--- src/source/axil_pkg.sv ---
/*
 * AXI4-Lite bus widths and response codes
 * shared by the CLINT slave port and its testbench
 */
`default_nettype none

package axil_pkg;

	// one 32-bit word per beat
	localparam int unsigned AXIL_DATA_W = 32;
	localparam int unsigned AXIL_STRB_W = AXIL_DATA_W / 8;

	// xRESP field of the b and r channels
	typedef logic [1:0] axil_resp_t;

	localparam axil_resp_t RESP_OKAY   = 2'b00;
	localparam axil_resp_t RESP_SLVERR = 2'b10;

endpackage

`default_nettype wire

--- src/source/clint_pkg.sv ---
/*
 * CLINT register map: local offsets, register selector
 * and reset values of the timer and delay registers
 */
`default_nettype none

package clint_pkg;

	// offset inside the CLINT window
	localparam int unsigned CLINT_ADDR_W = 16;

	localparam logic [CLINT_ADDR_W-1:0] OFF_MSIP        = 16'h0000;
	localparam logic [CLINT_ADDR_W-1:0] OFF_MTIMECMP_LO = 16'h4000;
	localparam logic [CLINT_ADDR_W-1:0] OFF_MTIMECMP_HI = 16'h4004;
	localparam logic [CLINT_ADDR_W-1:0] OFF_MTIME_LO    = 16'hBFF8;
	localparam logic [CLINT_ADDR_W-1:0] OFF_MTIME_HI    = 16'hBFFC;

	// compare at the top of the range, no timer irq out of reset
	localparam logic [63:0] MTIMECMP_RESET = {64{1'b1}};

	// bit 0 set, so any truncated seed stays nonzero
	localparam logic [15:0] DELAY_SEED_RESET = 16'hACE1;

	typedef enum logic [2:0] {
		REG_MSIP,
		REG_MTIMECMP_LO,
		REG_MTIMECMP_HI,
		REG_MTIME_LO,
		REG_MTIME_HI,
		REG_NONE
	} clint_reg_e;

endpackage

`default_nettype wire

--- src/source/clint_delay_lfsr.sv ---
/*
 * Fibonacci LFSR drawing the pseudo-random response delay
 */
`timescale 1ns/1ps
`default_nettype none

module clint_delay_lfsr
	import clint_pkg::*;
#(
	// widths 2..16 have a tap set below
	parameter int unsigned      WIDTH = 6,
	parameter logic [WIDTH-1:0] SEED  = DELAY_SEED_RESET[WIDTH-1:0]
) (
	input  logic             clock_i,
	input  logic             rstn_i,
	input  logic             adv_i,
	output logic [WIDTH-1:0] delay_o
);

	// maximal-length tap masks, bit n-1 for tap n
	function automatic logic [15:0] tap_mask(input int unsigned w);
		case (w)
			2:       return 16'h0003;
			3:       return 16'h0006;
			4:       return 16'h000C;
			5:       return 16'h0014;
			6:       return 16'h0030;
			7:       return 16'h0060;
			8:       return 16'h00B8;
			9:       return 16'h0110;
			10:      return 16'h0240;
			11:      return 16'h0500;
			12:      return 16'h0829;
			13:      return 16'h100D;
			14:      return 16'h2015;
			15:      return 16'h6000;
			16:      return 16'hD008;
			default: return 16'h0000;
		endcase
	endfunction

	localparam logic [15:0] TAPS = tap_mask(WIDTH);

	logic [WIDTH-1:0] lfsr_q;
	logic             fb;

	assign fb = ^(lfsr_q & TAPS[WIDTH-1:0]);

	// seed must be nonzero or the register locks up
	always_ff @(posedge clock_i) begin
		if (rstn_i)
			lfsr_q <= SEED;
		else if (adv_i)
			lfsr_q <= {lfsr_q[WIDTH-2:0], fb};
	end

	assign delay_o = lfsr_q;

endmodule

`default_nettype wire

--- src/source/clint_regs.sv ---
/*
 * CLINT registers: mtime counter, mtimecmp, msip
 * offset decode, read mux and interrupt lines
 */
`timescale 1ns/1ps
`default_nettype none

module clint_regs
	import axil_pkg::*;
	import clint_pkg::*;
(
	input  logic                    clock_i,
	input  logic                    rstn_i,
	input  logic [CLINT_ADDR_W-1:0] addr_i,
	input  logic                    wr_en_i,
	input  logic [AXIL_DATA_W-1:0]  wdata_i,
	input  logic [AXIL_STRB_W-1:0]  wstrb_i,
	output clint_reg_e              reg_sel_o,
	output logic [AXIL_DATA_W-1:0]  rdata_o,
	output logic                    mtip_o,
	output logic                    msip_o
);

	localparam int unsigned W = AXIL_DATA_W;

	clint_reg_e      reg_sel;
	logic [2*W-1:0]  mtime_q;
	logic [2*W-1:0]  mtimecmp_q;
	logic            msip_q;

	function automatic logic [W-1:0] apply_strb(
		input logic [W-1:0]           old_val,
		input logic [W-1:0]           new_val,
		input logic [AXIL_STRB_W-1:0] strb
	);
		logic [W-1:0] res;
		res = old_val;
		for (int i = 0; i < AXIL_STRB_W; i++) begin
			if (strb[i])
				res[8*i +: 8] = new_val[8*i +: 8];
		end
		return res;
	endfunction

	always_comb begin
		case (addr_i)
			OFF_MSIP:        reg_sel = REG_MSIP;
			OFF_MTIMECMP_LO: reg_sel = REG_MTIMECMP_LO;
			OFF_MTIMECMP_HI: reg_sel = REG_MTIMECMP_HI;
			OFF_MTIME_LO:    reg_sel = REG_MTIME_LO;
			OFF_MTIME_HI:    reg_sel = REG_MTIME_HI;
			default:         reg_sel = REG_NONE;
		endcase
	end

	assign reg_sel_o = reg_sel;

	// a write to one half freezes the counter for that edge
	always_ff @(posedge clock_i) begin
		if (rstn_i)
			mtime_q <= '0;
		else if (wr_en_i && reg_sel == REG_MTIME_LO)
			mtime_q[W-1:0] <= apply_strb(mtime_q[W-1:0], wdata_i, wstrb_i);
		else if (wr_en_i && reg_sel == REG_MTIME_HI)
			mtime_q[2*W-1:W] <= apply_strb(mtime_q[2*W-1:W], wdata_i, wstrb_i);
		else
			mtime_q <= mtime_q + 1'b1;
	end

	always_ff @(posedge clock_i) begin
		if (rstn_i) begin
			mtimecmp_q <= MTIMECMP_RESET;
		end else if (wr_en_i) begin
			if (reg_sel == REG_MTIMECMP_LO)
				mtimecmp_q[W-1:0] <= apply_strb(mtimecmp_q[W-1:0], wdata_i, wstrb_i);
			if (reg_sel == REG_MTIMECMP_HI)
				mtimecmp_q[2*W-1:W] <= apply_strb(mtimecmp_q[2*W-1:W], wdata_i, wstrb_i);
		end
	end

	// only bit 0 of msip is implemented
	always_ff @(posedge clock_i) begin
		if (rstn_i)
			msip_q <= 1'b0;
		else if (wr_en_i && reg_sel == REG_MSIP && wstrb_i[0])
			msip_q <= wdata_i[0];
	end

	always_comb begin
		case (reg_sel)
			REG_MSIP:        rdata_o = {{(W-1){1'b0}}, msip_q};
			REG_MTIMECMP_LO: rdata_o = mtimecmp_q[W-1:0];
			REG_MTIMECMP_HI: rdata_o = mtimecmp_q[2*W-1:W];
			REG_MTIME_LO:    rdata_o = mtime_q[W-1:0];
			REG_MTIME_HI:    rdata_o = mtime_q[2*W-1:W];
			default:         rdata_o = '0;
		endcase
	end

	assign mtip_o = (mtime_q >= mtimecmp_q);
	assign msip_o = msip_q;

endmodule

`default_nettype wire

--- src/source/clint_bus_ctrl.sv ---
/*
 * AXI4-Lite slave control for the CLINT
 * write/read arbitration, response delay and response hold
 */
`timescale 1ns/1ps
`default_nettype none

module clint_bus_ctrl
	import axil_pkg::*;
	import clint_pkg::*;
#(
	parameter bit           DELAY_EN  = 1'b1,
	parameter int unsigned  MAX_DELAY = 7,
	localparam int unsigned DLY_W     = $clog2(MAX_DELAY + 1)
) (
	input  logic                    clock_i,
	input  logic                    rstn_i,

	input  logic                    awvalid_i,
	output logic                    awready_o,
	input  logic [CLINT_ADDR_W-1:0] awaddr_i,
	input  logic                    wvalid_i,
	output logic                    wready_o,
	input  logic [AXIL_DATA_W-1:0]  wdata_i,
	input  logic [AXIL_STRB_W-1:0]  wstrb_i,
	output logic                    bvalid_o,
	input  logic                    bready_i,
	output axil_resp_t              bresp_o,

	input  logic                    arvalid_i,
	output logic                    arready_o,
	input  logic [CLINT_ADDR_W-1:0] araddr_i,
	output logic                    rvalid_o,
	input  logic                    rready_i,
	output logic [AXIL_DATA_W-1:0]  rdata_o,
	output axil_resp_t              rresp_o,

	// register block side
	output logic [CLINT_ADDR_W-1:0] addr_o,
	output logic                    wr_en_o,
	output logic [AXIL_DATA_W-1:0]  wdata_o,
	output logic [AXIL_STRB_W-1:0]  wstrb_o,
	input  logic [AXIL_DATA_W-1:0]  rdata_i,
	input  clint_reg_e              reg_sel_i,

	input  logic [DLY_W-1:0]        delay_i,
	output logic                    delay_adv_o
);

	typedef enum logic [1:0] {IDLE, DELAY, BRESP, RRESP} state_e;

	state_e                 state_q;
	state_e                 state_d;
	logic                   is_wr_q;
	logic [DLY_W-1:0]       cnt_q;
	logic [DLY_W-1:0]       delay_draw;
	logic                   wr_go;
	logic                   rd_go;
	logic                   accept;
	logic [AXIL_DATA_W-1:0] rdata_q;
	axil_resp_t             resp_q;

	// writes need both aw and w, and win over a pending read
	assign wr_go     = (state_q == IDLE) && !rstn_i && awvalid_i && wvalid_i;
	assign arready_o = (state_q == IDLE) && !rstn_i && !awvalid_i && !wvalid_i;
	assign rd_go     = arready_o && arvalid_i;
	assign accept    = wr_go || rd_go;

	assign awready_o = wr_go;
	assign wready_o  = wr_go;

	// register block sees the offset of the channel being accepted
	assign addr_o      = wr_go ? awaddr_i : araddr_i;
	assign wr_en_o     = wr_go;
	assign wdata_o     = wdata_i;
	assign wstrb_o     = wstrb_i;
	assign delay_adv_o = accept;

	// masking keeps the draw within 0..MAX_DELAY
	assign delay_draw = DELAY_EN ? (delay_i & DLY_W'(MAX_DELAY)) : '0;

	always_comb begin
		state_d = state_q;
		case (state_q)
			IDLE: begin
				if (accept) begin
					if (delay_draw != '0)
						state_d = DELAY;
					else if (wr_go)
						state_d = BRESP;
					else
						state_d = RRESP;
				end
			end
			DELAY: begin
				if (cnt_q == DLY_W'(1))
					state_d = is_wr_q ? BRESP : RRESP;
			end
			BRESP: begin
				if (bready_i)
					state_d = IDLE;
			end
			RRESP: begin
				if (rready_i)
					state_d = IDLE;
			end
			default: state_d = IDLE;
		endcase
	end

	always_ff @(posedge clock_i) begin
		if (rstn_i) begin
			state_q <= IDLE;
			is_wr_q <= 1'b0;
			cnt_q   <= '0;
		end else begin
			state_q <= state_d;
			if (accept) begin
				is_wr_q <= wr_go;
				cnt_q   <= delay_draw;
			end else if (state_q == DELAY) begin
				cnt_q <= cnt_q - DLY_W'(1);
			end
		end
	end

	// response and read data are frozen at accept
	always_ff @(posedge clock_i) begin
		if (accept)
			resp_q <= (reg_sel_i == REG_NONE) ? RESP_SLVERR : RESP_OKAY;
		if (rd_go)
			rdata_q <= rdata_i;
	end

	assign bvalid_o = (state_q == BRESP);
	assign bresp_o  = resp_q;
	assign rvalid_o = (state_q == RRESP);
	assign rresp_o  = resp_q;
	assign rdata_o  = rdata_q;

endmodule

`default_nettype wire

--- src/source/clint_top.sv ---
/*
 * CLINT top level: bus control, register block
 * and response-delay LFSR
 */
`timescale 1ns/1ps
`default_nettype none

module clint_top
	import axil_pkg::*;
	import clint_pkg::*;
#(
	parameter bit          DELAY_EN  = 1'b1,
	parameter int unsigned MAX_DELAY = 7,
	parameter logic [15:0] LFSR_SEED = DELAY_SEED_RESET
) (
	input  logic                    clock_i,
	input  logic                    rstn_i,

	input  logic                    awvalid_i,
	output logic                    awready_o,
	input  logic [CLINT_ADDR_W-1:0] awaddr_i,
	input  logic                    wvalid_i,
	output logic                    wready_o,
	input  logic [AXIL_DATA_W-1:0]  wdata_i,
	input  logic [AXIL_STRB_W-1:0]  wstrb_i,
	output logic                    bvalid_o,
	input  logic                    bready_i,
	output axil_resp_t              bresp_o,

	input  logic                    arvalid_i,
	output logic                    arready_o,
	input  logic [CLINT_ADDR_W-1:0] araddr_i,
	output logic                    rvalid_o,
	input  logic                    rready_i,
	output logic [AXIL_DATA_W-1:0]  rdata_o,
	output axil_resp_t              rresp_o,

	output logic                    mtip_o,
	output logic                    msip_o
);

	localparam int unsigned DLY_W  = $clog2(MAX_DELAY + 1);
	// spare bits let the masked low bits come out as zero too
	localparam int unsigned LFSR_W = DLY_W + 3;

	logic [CLINT_ADDR_W-1:0] addr;
	logic                    wr_en;
	logic [AXIL_DATA_W-1:0]  wdata;
	logic [AXIL_STRB_W-1:0]  wstrb;
	logic [AXIL_DATA_W-1:0]  rdata;
	clint_reg_e              reg_sel;
	logic [LFSR_W-1:0]       lfsr_val;
	logic                    delay_adv;

	clint_bus_ctrl #(
		.DELAY_EN  (DELAY_EN),
		.MAX_DELAY (MAX_DELAY)
	) ctrl_i (
		.clock_i     (clock_i),
		.rstn_i      (rstn_i),
		.awvalid_i   (awvalid_i),
		.awready_o   (awready_o),
		.awaddr_i    (awaddr_i),
		.wvalid_i    (wvalid_i),
		.wready_o    (wready_o),
		.wdata_i     (wdata_i),
		.wstrb_i     (wstrb_i),
		.bvalid_o    (bvalid_o),
		.bready_i    (bready_i),
		.bresp_o     (bresp_o),
		.arvalid_i   (arvalid_i),
		.arready_o   (arready_o),
		.araddr_i    (araddr_i),
		.rvalid_o    (rvalid_o),
		.rready_i    (rready_i),
		.rdata_o     (rdata_o),
		.rresp_o     (rresp_o),
		.addr_o      (addr),
		.wr_en_o     (wr_en),
		.wdata_o     (wdata),
		.wstrb_o     (wstrb),
		.rdata_i     (rdata),
		.reg_sel_i   (reg_sel),
		.delay_i     (lfsr_val[DLY_W-1:0]),
		.delay_adv_o (delay_adv)
	);

	clint_regs regs_i (
		.clock_i   (clock_i),
		.rstn_i    (rstn_i),
		.addr_i    (addr),
		.wr_en_i   (wr_en),
		.wdata_i   (wdata),
		.wstrb_i   (wstrb),
		.reg_sel_o (reg_sel),
		.rdata_o   (rdata),
		.mtip_o    (mtip_o),
		.msip_o    (msip_o)
	);

	clint_delay_lfsr #(
		.WIDTH (LFSR_W),
		.SEED  (LFSR_SEED[LFSR_W-1:0])
	) lfsr_i (
		.clock_i (clock_i),
		.rstn_i  (rstn_i),
		.adv_i   (delay_adv),
		.delay_o (lfsr_val)
	);

endmodule

`default_nettype wire

--- config.mk ---
export PLATFORM = sky130hd
export DESIGN_NAME = clint_top
export DESIGN_NICKNAME = d
export VERILOG_FILES = /design/src/source/axil_pkg.sv /design/src/source/clint_pkg.sv /design/src/source/clint_delay_lfsr.sv /design/src/source/clint_regs.sv /design/src/source/clint_bus_ctrl.sv /design/src/source/clint_top.sv
export SDC_FILE = /design/constraint.sdc
export NUM_CORES = 1
export LEC_CHECK = 0
export BUFFER_PORTS_ARGS = -buffer_cell sky130_fd_sc_hd__buf_2
export CELL_PAD_IN_SITES_DETAIL_PLACEMENT = 1
export CELL_PAD_IN_SITES_GLOBAL_PLACEMENT = 1
export CORE_ASPECT_RATIO = 2
export CORE_MARGIN = 4
export CORE_UTILIZATION = 49
export DETAILED_ROUTE_END_ITERATION = 8
export GPL_TIMING_DRIVEN = 0
export PLACE_DENSITY_LB_ADDON = 0.1
export SYNTH_ARGS = -nofsm -noshare
export SYNTH_HDL_FRONTEND = slang
export SYNTH_SLANG_ARGS = --single-unit
export TNS_END_PERCENT = 50
--- constraint.sdc ---
create_clock -name clock_i -period 4 [get_ports clock_i]
set_input_delay 0.8 -clock clock_i [delete_from_list [all_inputs] [get_ports clock_i]]
set_output_delay 0.8 -clock clock_i [all_outputs]
set_load 0.01 [all_outputs]
## Word-level counts from Yosys, hierarchy flattened

Cells that the tools add are included.

- Equal/unequal tests: 26
- Bitwise operators: 1
- Reduce and logical (&&, ||, !) cells: 37
- Multiplexer cells: 21
- Order comparisons: 1
- Add/subtract/negate cells: 2

Operators with widths:

| cell | count |
|---|---|
| 32-bit case mux with 5 select lines | 1 |
| 32-bit two-way mux | 3 |
| 64-bit by 1-bit adder with 64-bit output, second input constant | 1 |
| 64-bit greater-or-equal comparator | 1 |
| 16-bit by 15-bit == test with 1-bit output, second input constant | 2 |
| 16-bit == test, second input constant | 2 |
| 8-bit two-way mux | 4 |
| 3-bit AND reduction | 8 |
| 16-bit logical NOT | 1 |
| 16-bit two-way mux | 1 |
| 2-bit != test, second input constant | 8 |
| 2-bit AND reduction | 8 |
| 3-bit case mux with 5 select lines | 1 |
| 2-bit two-way mux | 6 |
| 1-bit logical AND | 10 |
| 2-bit by 1-bit != test with 1-bit output, second input constant | 5 |
| 2-bit case mux with 4 select lines | 1 |
| 3-bit by 1-bit == test with 1-bit output, second input constant | 2 |
| 3-bit by 2-bit == test with 1-bit output, second input constant | 2 |
| 3-bit == test, second input constant | 2 |
| 3-bit two-way mux | 2 |
| 6-bit XOR reduction | 1 |
| 2-bit == test, second input constant | 2 |
| 4-bit AND reduction | 1 |
| 10 further kinds | 13 |

- Input bits: 75
- Register bits after elaboration: 175
- Output and inout bits: 43
- Word-level logic and storage cells: 111

## Longest topological paths before layout

Gate-level depths: netlist (run 1).

- Depth after elaboration: 11
- Mapped depth: 11
- Gate-level depth less buffers: 8

## Modules after synthesis

A second synthesis (run 1) with hierarchy kept.

- Cell total of the unflattened synthesis: 1333
- Area, all modules: 11295.8 µm²

By module, submodules not included:

| module | instances | seq. area each (µm²) | cells an instance | area each (µm²) |
|---|---|---|---|---|
| clint_regs | 1 | 2582.5 | 1164 | 9096.2 |
| clint_bus_ctrl | 1 | 1111.1 | 148 | 1975.6 |
| clint_delay_lfsr | 1 | 120.1 | 21 | 224.0 |

## Least setup slack after synthesis (run 1)

Ideal clock, no wire load.

- Path type: input to register
- Start point: input port rstn_i
- End point: register ctrl_i.state_q[1]
- Setup time: 0.143 ns
- Path slack: 0.876 ns
- Required time: 3.857 ns
- Path buffers: 1
- Stages on the path: 8
- Arrival: 2.980 ns
- Cell sequence: or3_1 nor3_1 nand2_1 inv_1 nor2_1 clkbuf_1 o31ai_1 a221oi_1

- Cells in the longest elaborated chain, start to end: 8
- Elaborated cells on any way between the ends: 10
- Those cells by class: eq/ne (1); reduce/logical (9)

Ends and longest elaborated chain:

| element | line | source |
|---|---|---|
| from (decl) | clint_top.sv:17 | `input logic rstn_i,` |
| 1-bit logical NOT | clint_bus_ctrl.sv:65 | `assign arready_o = (state_q == IDLE) && !rstn_i && !awvalid_i && !wvalid_i;` |
| 1-bit logical AND (3 in a row) | clint_bus_ctrl.sv:65 |  |
| net arready_o | clint_top.sv:31 | `output logic arready_o,` |
| 1-bit logical AND | clint_bus_ctrl.sv:66 | `assign rd_go = arready_o && arvalid_i;` |
| net ctrl_i.rd_go | clint_bus_ctrl.sv:58 | `logic rd_go;` |
| 1-bit logical OR | clint_bus_ctrl.sv:67 | `assign accept = wr_go \|\| rd_go;` |
| 2-bit by 1-bit != test with 1-bit output (no source line) | n/a |  |
| 4-bit AND reduction (no source line) | n/a |  |
| to (signal assigned) | clint_bus_ctrl.sv:117 | `state_q <= state_d;` |
| to (decl) | clint_bus_ctrl.sv:52 | `state_e state_q;` |

The timed path passes the listed nets, and every way through them passes these cells.
A chain may end at the register's enable or synchronous reset.

## Final worst setup path (run 1)

- Start point: register regs_i.mtime_q[5]
- End point: output port mtip_o

- Cells in the longest elaborated chain, start to end: 1

Ends and longest elaborated chain:

| element | line | source |
|---|---|---|
| from (decl) | clint_regs.sv:27 | `logic [2*W-1:0] mtime_q;` |
| from (signal, indexed assignment) | clint_regs.sv:63 | `mtime_q[W-1:0] <= apply_strb(mtime_q[W-1:0], wdata_i, wstrb_i);` |
| from (signal, indexed assignment) | clint_regs.sv:65 | `mtime_q[2*W-1:W] <= apply_strb(mtime_q[2*W-1:W], wdata_i, wstrb_i);` |
| from (signal assigned) | clint_regs.sv:67 | `mtime_q <= mtime_q + 1'b1;` |
| 64-bit greater-or-equal comparator | clint_regs.sv:100 | `assign mtip_o = (mtime_q >= mtimecmp_q);` |
| to (decl) | clint_top.sv:38 | `output logic mtip_o,` |

Every way passes these cells.

==> impl_metrics.tcl, run 1 <==
set metrics [dict create \
    status "finished, final reports clean" \
    cts_hold_repair.buffers 0 \
    cts_max_path_buffers 2 \
    crit_path_max_incr_delay_ns 0.50 \
    totalWireLength_um 55290 \
    path_max_fanout 7 \
    grt_first_pass_wirelength_um 80890 \
    grt_remaining_overflow 0 \
    largest_net_degree_at_the_start_of_global_routing 34 \
    crit_arrival_ns 3.17 \
    powerDensity_nw_per_um2 317.9 \
    hold_path_class "flop to flop" \
    finalMaxSlewViolations 0 \
    area_of_combinational_cells_with_multiple_inputs_um2 6756 \
    final_antenna_net_count 0 \
    synth_enable_flop_cells 33 \
    synth_flop_cell "sky130_fd_sc_hd__dfxtp_1" \
    setup_slack_ns 0.03255 \
    clock-sinks 174 \
    gpl.final_weighted_congestion 1.047 \
    clock_tree_root_buffer_cell "sky130_fd_sc_hd__clkbuf_16" \
    synthToLayoutAreaGrowth_pct 13.25 \
    clk_latency_ns 0.47 \
    antenna_found_initial 2 \
    full_die_area_um2 25870 \
    crit_share_post_route_pct 99.19 \
    post_route_cells_drive_above_1_share_pct 15.13 \
    sequential_cell_area_um2 3814 \
    setup_viol 0 \
    tritoncts_clock_tree "built" \
    pre_cts_slack_ns -0.1183 \
    floorplan.die.height_um 223.5 \
    gr-max-usage-layer "met2" \
    worst_ep_required_time_ns 3.20 \
    number_of_core_rows 78 \
    tightestPinTransition_ns 1.385 \
    achievable-frequency_mhz 252.1 \
    floorplan.initialDensity_pct 50.04 \
    htree_levels 4 \
    number_of_max_capacitance_violations_reported 0 \
    max_slew_margin_pct 7.646 \
    dp_cells 1775 \
    finalHoldViolCount 0 \
    fin_skew_ns 0.008795 \
    dp_hpwl_um 41770 \
    yosys_register_bits 174 \
    netlist_area_um2 11380 \
    crit_top_cell "sky130_fd_sc_hd__a2111oi_2" \
    route.detailed.vias_per_inst 6.973 \
    synth_cells 1382 \
    worst_setup_path_start_kind "flop" \
    post_cts.repair.setup_buffers 0 \
    grt_util_met3_pct 8.795 \
    use_met1_pct 44.62 \
    minimum_period_implied_by_the_final_worst_setup_slack_ns 3.967 \
    floorplan.core_area_um2 22740 \
    grt.total_usage_pct 42.72 \
    final.fill_count 2840 \
    grt_setup_unrepaired "no" \
    finalNetCount 1656 \
    leakage_nw 5.778 \
    vdd_ir_drop_max_v 0.0003041 \
    critical_path.cell_chain "ha_1 -> a2111oi_2 -> o21ai_1 -> a2111oi_2 -> o22ai_1 -> a21oi_1 -> o211ai_1 -> buf_2" \
    worst_setup_path_end_kind "output pin" \
    die_w_um 115.8 \
    synth.avg_cell_area_um2 8.234 \
    postSynth.asyncResetShare_pct 0 \
    cp_slowest_cell "sky130_fd_sc_hd__dfxtp_1" \
    detailedRoute.firstPassIterationCount 8 \
    floorplan.io_pins 118 \
    drc 0 \
    synth-seq-area-share_pct 33.51 \
    layoutNonFillerInstCount 1808 \
    layout.core_utilization_pct 56.67 \
    synth.distinct_cells 88 \
    synthesis.yosys.warnings 0 \
    cts_made_buffers 17 \
    port-buffer-count 112 \
    post_drt_wl_per_cell_um 30.58 \
    via_count 12610 \
    initial_drc_count 1143 \
    grt_use_met2_pct 69.32 \
    first_global_vias 13080 \
    worst-setup-path-type "flop to output pin" \
    clock_slew_at_reported_path_ffs_ns 0.07 \
]
[final timing paths]
kind	endpoint	from	cells past startpoint	slack, ns
hold / removal	lfsr_i.delay_o[3]$_SDFFE_PP0P_	lfsr_i.delay_o[3]$_SDFFE_PP0P_	2	0.47
setup / recovery	mtip_o	regs_i.mtime_q[5]$_SDFFE_PP0P_	8	0.03
setup reg to reg	ctrl_i.rdata_o[4]$_DFFE_PP_	ctrl_i.state_q[0]$_SDFFE_PP0P_	8	0.42
hold reg to reg	lfsr_i.delay_o[3]$_SDFFE_PP0P_	lfsr_i.delay_o[3]$_SDFFE_PP0P_	2	0.47
[layout by cell type, fill, tap and decap left out, types with 7 or more instances in the layout]
cell | netlist | routed
sky130_fd_sc_hd__inv_1 | 85 | 84
sky130_fd_sc_hd__or3_1 | 10 | 10
sky130_fd_sc_hd__nor3b_1 | 7 | 7
sky130_fd_sc_hd__nor2_1 | 65 | 65
sky130_fd_sc_hd__clkbuf_16 | 0 | 19
sky130_fd_sc_hd__nor3_2 | 6 | 7
sky130_fd_sc_hd__a211oi_1 | 26 | 26
sky130_fd_sc_hd__o31ai_1 | 8 | 8
sky130_fd_sc_hd__buf_4 | 10 | 10
sky130_fd_sc_hd__and3_1 | 18 | 18
sky130_fd_sc_hd__dfxtp_1 | 141 | 141
sky130_fd_sc_hd__nor3_1 | 32 | 31
sky130_fd_sc_hd__nand3_1 | 45 | 45
sky130_fd_sc_hd__a31oi_1 | 38 | 38
sky130_fd_sc_hd__mux2i_1 | 47 | 47
sky130_fd_sc_hd__nand2_1 | 184 | 184
sky130_fd_sc_hd__a21o_1 | 21 | 21
sky130_fd_sc_hd__ha_1 | 67 | 67
sky130_fd_sc_hd__a221o_1 | 32 | 32
sky130_fd_sc_hd__buf_2 | 21 | 133
sky130_fd_sc_hd__a21oi_1 | 99 | 99
sky130_fd_sc_hd__clkbuf_1 | 54 | 55
sky130_fd_sc_hd__edfxtp_1 | 33 | 33
sky130_fd_sc_hd__o21ai_0 | 74 | 73
sky130_fd_sc_hd__nor4_1 | 22 | 22
sky130_fd_sc_hd__and2_1 | 24 | 24
sky130_fd_sc_hd__nand4_1 | 44 | 44
sky130_fd_sc_hd__o41ai_1 | 9 | 9
sky130_fd_sc_hd__a211o_1 | 25 | 25
[registers in the layout (all words and copies together) (netlist names)]
signal             count
regs_i.mtime_q        64
regs_i.mtimecmp_q     64
ctrl_i.rdata_o        32
lfsr_i.delay_o         6
ctrl_i.cnt_q           3
ctrl_i.state_q         2
ctrl_i.bresp_o         1
ctrl_i.is_wr_q         1
regs_i.msip_o          1
[worst max-delay path, delay by kind of cell, from the launching register on]
family | cells | cell delay, ns
AO/OA/AOI/OAI | 6 | 1.67
flip-flops | 1 | 0.50
adder cells (fa/ha/maj) | 1 | 0.34
buffers and inverters | 1 | 0.18
[cells by family (layout without fill, tap and decap cells)]
logic type,after synthesis,after routing,synth area share (%)
AOI/OAI and AO/OA,400,400,23.99
xor gates and xnor gates,4,4,0.3079
adders and majority gates,67,67,7.367
buffers and inverters,183,327,7.312
DFF,174,174,33.51
muxes,48,48,4.332
other,1,3,0.03295
and+or+nand+nor,505,505,23.14
[per-stage QoR]
| step | hold WS (ns) | instance area [um2] | power, mW | TNS (ns) |
|---|---|---|---|---|
| after CTS | 0.4654 | 12880 | 4.072 | 0 |
| after global placement | 0.4467 | 12290 | 2.400 | -0.2906 |
| after global routing | 0.4962 | 12880 | 4.217 | 0 |
| after detailed placement | 0.4563 | 12290 | 2.422 | -0.1183 |
| final | 0.4671 | 12890 | 4.097 | 0 |
| after floorplan | 0.4366 | 11380 | 2.170 | 0 |
[cells in the mapped netlist (all sizes together), types with 46 or more instances]
| library cell | count | share of area [%] |
|---|---|---|
| mux2i | 48 | 4.3 |
| o21ai | 77 | 3.4 |
| a21oi | 99 | 4.4 |
| nand3 | 46 | 2.1 |
| ha | 67 | 7.4 |
| nor2 | 65 | 2.1 |
| inv | 86 | 2.8 |
| nand2 | 185 | 6.1 |
| dfxtp | 141 | 25 |
| clkbuf | 60 | 2.4 |
| nand4 | 50 | 3.2 |
[timing repair]
action,CTS,global route
gates resized for setup,6,1
endpoints found under the hold margin,0,0
setup endpoints to repair,1,1
[area by class of cell]
class | count | area share [%]
Antenna cell | 1 | 0.01942
Multi-Input combinational cell | 1026 | 52.43
Inverter | 87 | 2.534
Timing Repair Buffer | 112 | 4.350
Sequential cell | 174 | 29.59
Tap cell | 280 | 2.718
Buffer | 96 | 3.922
Clock inverter | 12 | 0.7184
Clock buffer | 20 | 3.718
[layer usage]
metal	vias to the layer above	routed length, um
met4	2	6345
li1	5433	-
met2	707	26610
met3	321	4125
met5	-	13
met1	6145	18190
[power breakdown]
part	total (mW)	internal [mW]	leakage (nW)	switching [mW]
clock network	1.70	0.881	0.284	0.817
registers	1.86	1.82	1.46	0.0341
logic	0.541	0.153	4.03	0.388
No activity file was read; power rests on OpenSTA's default activity.
==> run 2: changes to the inputs <==
--- a/config.mk
+++ b/config.mk
@@ -5,12 +5,13 @@
 export SDC_FILE = /design/constraint.sdc
 export NUM_CORES = 1
 export LEC_CHECK = 0
+export ABC_AREA = 1
 export BUFFER_PORTS_ARGS = -buffer_cell sky130_fd_sc_hd__buf_2
 export CELL_PAD_IN_SITES_DETAIL_PLACEMENT = 1
 export CELL_PAD_IN_SITES_GLOBAL_PLACEMENT = 1
 export CORE_ASPECT_RATIO = 2
 export CORE_MARGIN = 4
-export CORE_UTILIZATION = 49
+export CORE_UTILIZATION = 46
 export DETAILED_ROUTE_END_ITERATION = 8
 export GPL_TIMING_DRIVEN = 0
 export PLACE_DENSITY_LB_ADDON = 0.1
==> impl_metrics.tcl, run 2 <==
set metrics [dict create \
    r2r_setup_slack_ns 0.18 \
    yosys.cell_count.top_type "sky130_fd_sc_hd__nand2_1" \
    layoutNonFillerInstCount 2512 \
    grt_remaining_overflow 0 \
    dp_cells 2481 \
    worst_setup_path_start_kind "input pin" \
    floorplan.core_area_um2 27010 \
    synth_flop_cell "sky130_fd_sc_hd__dfxtp_1" \
    synth.distinct_cells 41 \
    cts_max_path_buffers 2 \
    synth_top_cells_by_area "sky130_fd_sc_hd__dfxtp_1 (22%), sky130_fd_sc_hd__nand2_1 (20%), sky130_fd_sc_hd__nand3_1 (10%)" \
    synth-seq-area-share_pct 30.24 \
    setup_total_neg_slack_ns 0 \
    synth_largest_area_cell "sky130_fd_sc_hd__dfxtp_1" \
    htree_levels 4 \
    setup_viol 0 \
    final_antenna_net_count 0 \
    finalMaxSlewViolations 0 \
    netlist_area_um2 12610 \
    post_drt_wl_per_cell_um 27.23 \
    clock-sinks 174 \
    worst-setup-path-type "input pin to flop" \
    path_max_fanout 10 \
    die_w_um 125.1 \
    synthToLayoutAreaGrowth_pct 12.65 \
    yosys_register_bits 174 \
    number_of_max_capacitance_violations_reported 0 \
    final.fill_count 3763 \
    synth_enable_flop_cells 33 \
    cts_hold_repair.buffers 0 \
    grt_setup_unrepaired "no" \
    antenna_found_initial 1 \
    drc 0 \
    crit_top_cell "sky130_fd_sc_hd__nand2_1" \
    synth_cells 2018 \
    achievable-frequency_mhz 257.2 \
    critical_path.cell_chain "buf_2 -> inv_2 -> clkbuf_1 -> nand4_1 -> nand2_1 -> nand2_1 -> nor2_1 -> nand2_1 -> nor2_4 -> clkbuf_1 -> nand2_1 -> nand4_1" \
    post_cts.repair.setup_buffers 0 \
    synthesis.yosys.warnings 0 \
    crit_path_max_incr_delay_ns 1.03 \
    critPathTopFamily "buffers and inverters" \
    critical_path.n_buffers_inverters 4 \
    floorplan.io_pins 118 \
    full_die_area_um2 30290 \
    minimum_period_implied_by_the_final_worst_setup_slack_ns 3.889 \
    finalNetCount 2293 \
    via_count 15310 \
    clk_latency_ns 0.49 \
    max_slew_margin_pct 11.03 \
    route.detailed.vias_per_inst 6.093 \
    detailedRoute.firstPassIterationCount 6 \
    dp_hpwl_um 52240 \
    worst_setup_path_end_kind "flop" \
    post_route_cells_drive_above_1_share_pct 10.58 \
    tritoncts_clock_tree "built" \
    synth_common_cells "sky130_fd_sc_hd__nand2_1 (662), sky130_fd_sc_hd__nand3_1 (263), sky130_fd_sc_hd__nor2_1 (244)" \
    layout_common_cells "sky130_fd_sc_hd__nand2_1 (662), sky130_fd_sc_hd__nand3_1 (263), sky130_fd_sc_hd__nor2_1 (244)" \
    port-buffer-count 114 \
    tightestPinTransition_ns 1.335 \
    clock_slew_at_reported_path_ffs_ns 0.09 \
    clock_tree_root_buffer_cell "sky130_fd_sc_hd__clkbuf_16" \
    initial_drc_count 1599 \
    cp_slowest_cell "sky130_fd_sc_hd__clkbuf_1" \
    postSynth.asyncResetShare_pct 0 \
    num_antenna_cells 0 \
    totalWireLength_um 68410 \
    status "finished, final reports clean" \
    finalHoldViolCount 0 \
    powerDensity_nw_per_um2 290.2 \
    largest_net_degree_at_the_start_of_global_routing 34 \
    cts_made_buffers 17 \
    first_global_vias 16400 \
    number_of_core_rows 85 \
    vdd_ir_drop_max_v 0.0003289 \
    crit_share_post_route_pct 97.22 \
    grt_first_pass_wirelength_um 99500 \
    worst_ep_required_time_ns 4.33 \
    floorplan.initialDensity_pct 46.69 \
    cts_resized 0 \
    hold_path_class "flop to flop" \
    grt.total_usage_pct 44.34 \
    synthDominantCellAreaShare_pct 22.38 \
    leakage_nw 7.396 \
    gpl.final_weighted_congestion 1.125 \
    crit_arrival_ns 4.22 \
    layout.core_utilization_pct 52.60 \
    fin_skew_ns 0.01505 \
    synth.avg_cell_area_um2 6.250 \
    floorplan.die.height_um 242.2 \
    final_common_cell "sky130_fd_sc_hd__nand2_1" \
]
## run 2: area by class of cell
cell class              count  area, um2  area share, %
flip-flops and latches    174       3814          26.84
clock buffers              17      425.4          2.994
well taps                 348      435.4          3.064
repair buffers            114      570.5          4.016
inverters                 235      882.1          6.208
plain buffers              77      399.1          2.809
multi-input cells        1532       7518          52.91
clock inverters            15      163.9          1.154
## run 2: final timing paths
check                                      start                        endpoint  depth (start not counted)
hold reg to reg   lfsr_i.delay_o[3]$_SDFFE_PP0P_  lfsr_i.delay_o[3]$_SDFFE_PP0P_                          2
hold / removal    lfsr_i.delay_o[3]$_SDFFE_PP0P_  lfsr_i.delay_o[3]$_SDFFE_PP0P_                          2
setup / recovery                          rstn_i     ctrl_i.rdata_o[7]$_DFFE_PP_                         12
setup reg to reg  ctrl_i.state_q[0]$_SDFFE_PP0P_     ctrl_i.rdata_o[7]$_DFFE_PP_                         13
## run 2: power breakdown
group	internal, mW	switching [mW]	total, mW
Clock	0.839	0.905	1.74
Combinational	0.145	0.387	0.532
Sequential	1.82	0.0301	1.85
Total	2.80	1.32	4.12
## run 2: per-layer routing
metal,global-route usage (%),share of wire [%],vias up
li1,-,-,6736
met1,41.35,31,7261
met2,76.96,49,880
met3,9.047,7.1,426
met4,45.37,13,2
met5,0,0.019,-
## run 2: cell families (layout without fill, tap and decap cells)
| family | after synthesis | count (layout) | share of synthesized area (%) |
|---|---|---|---|
| buffers and inverters | 313 | 458 | 10.19 |
| adders and majority gates | 67 | 67 | 6.646 |
| other | 1 | 2 | 0.02973 |
| xor gates and xnor gates | 56 | 56 | 3.888 |
| AOI/OAI and AO/OA | 103 | 103 | 4.752 |
| and+or+nand+nor | 1304 | 1304 | 44.26 |
| DFF | 174 | 174 | 30.24 |
## run 2: through the flow
step | worst slack [ns] | total power [mW] | hold slack, ns | instance area, um2
floorplan | 0.8633 | 2.165 | 0.4415 | 12620
global route | 0.1033 | 4.231 | 0.5079 | 14210
global placement | -0.04256 | 2.375 | 0.4533 | 13620
finish | 0.1113 | 4.124 | 0.4736 | 14210
CTS | 0.3324 | 4.093 | 0.4741 | 14210
detailed placement | -0.06022 | 2.402 | 0.4615 | 13620
## run 2: worst register-to-register path, delay by kind of cell, from the launching register on
kind	cells	cell delay, ns
simple gates	11	2.03
buf+inv	2	1.26
flops	1	0.37
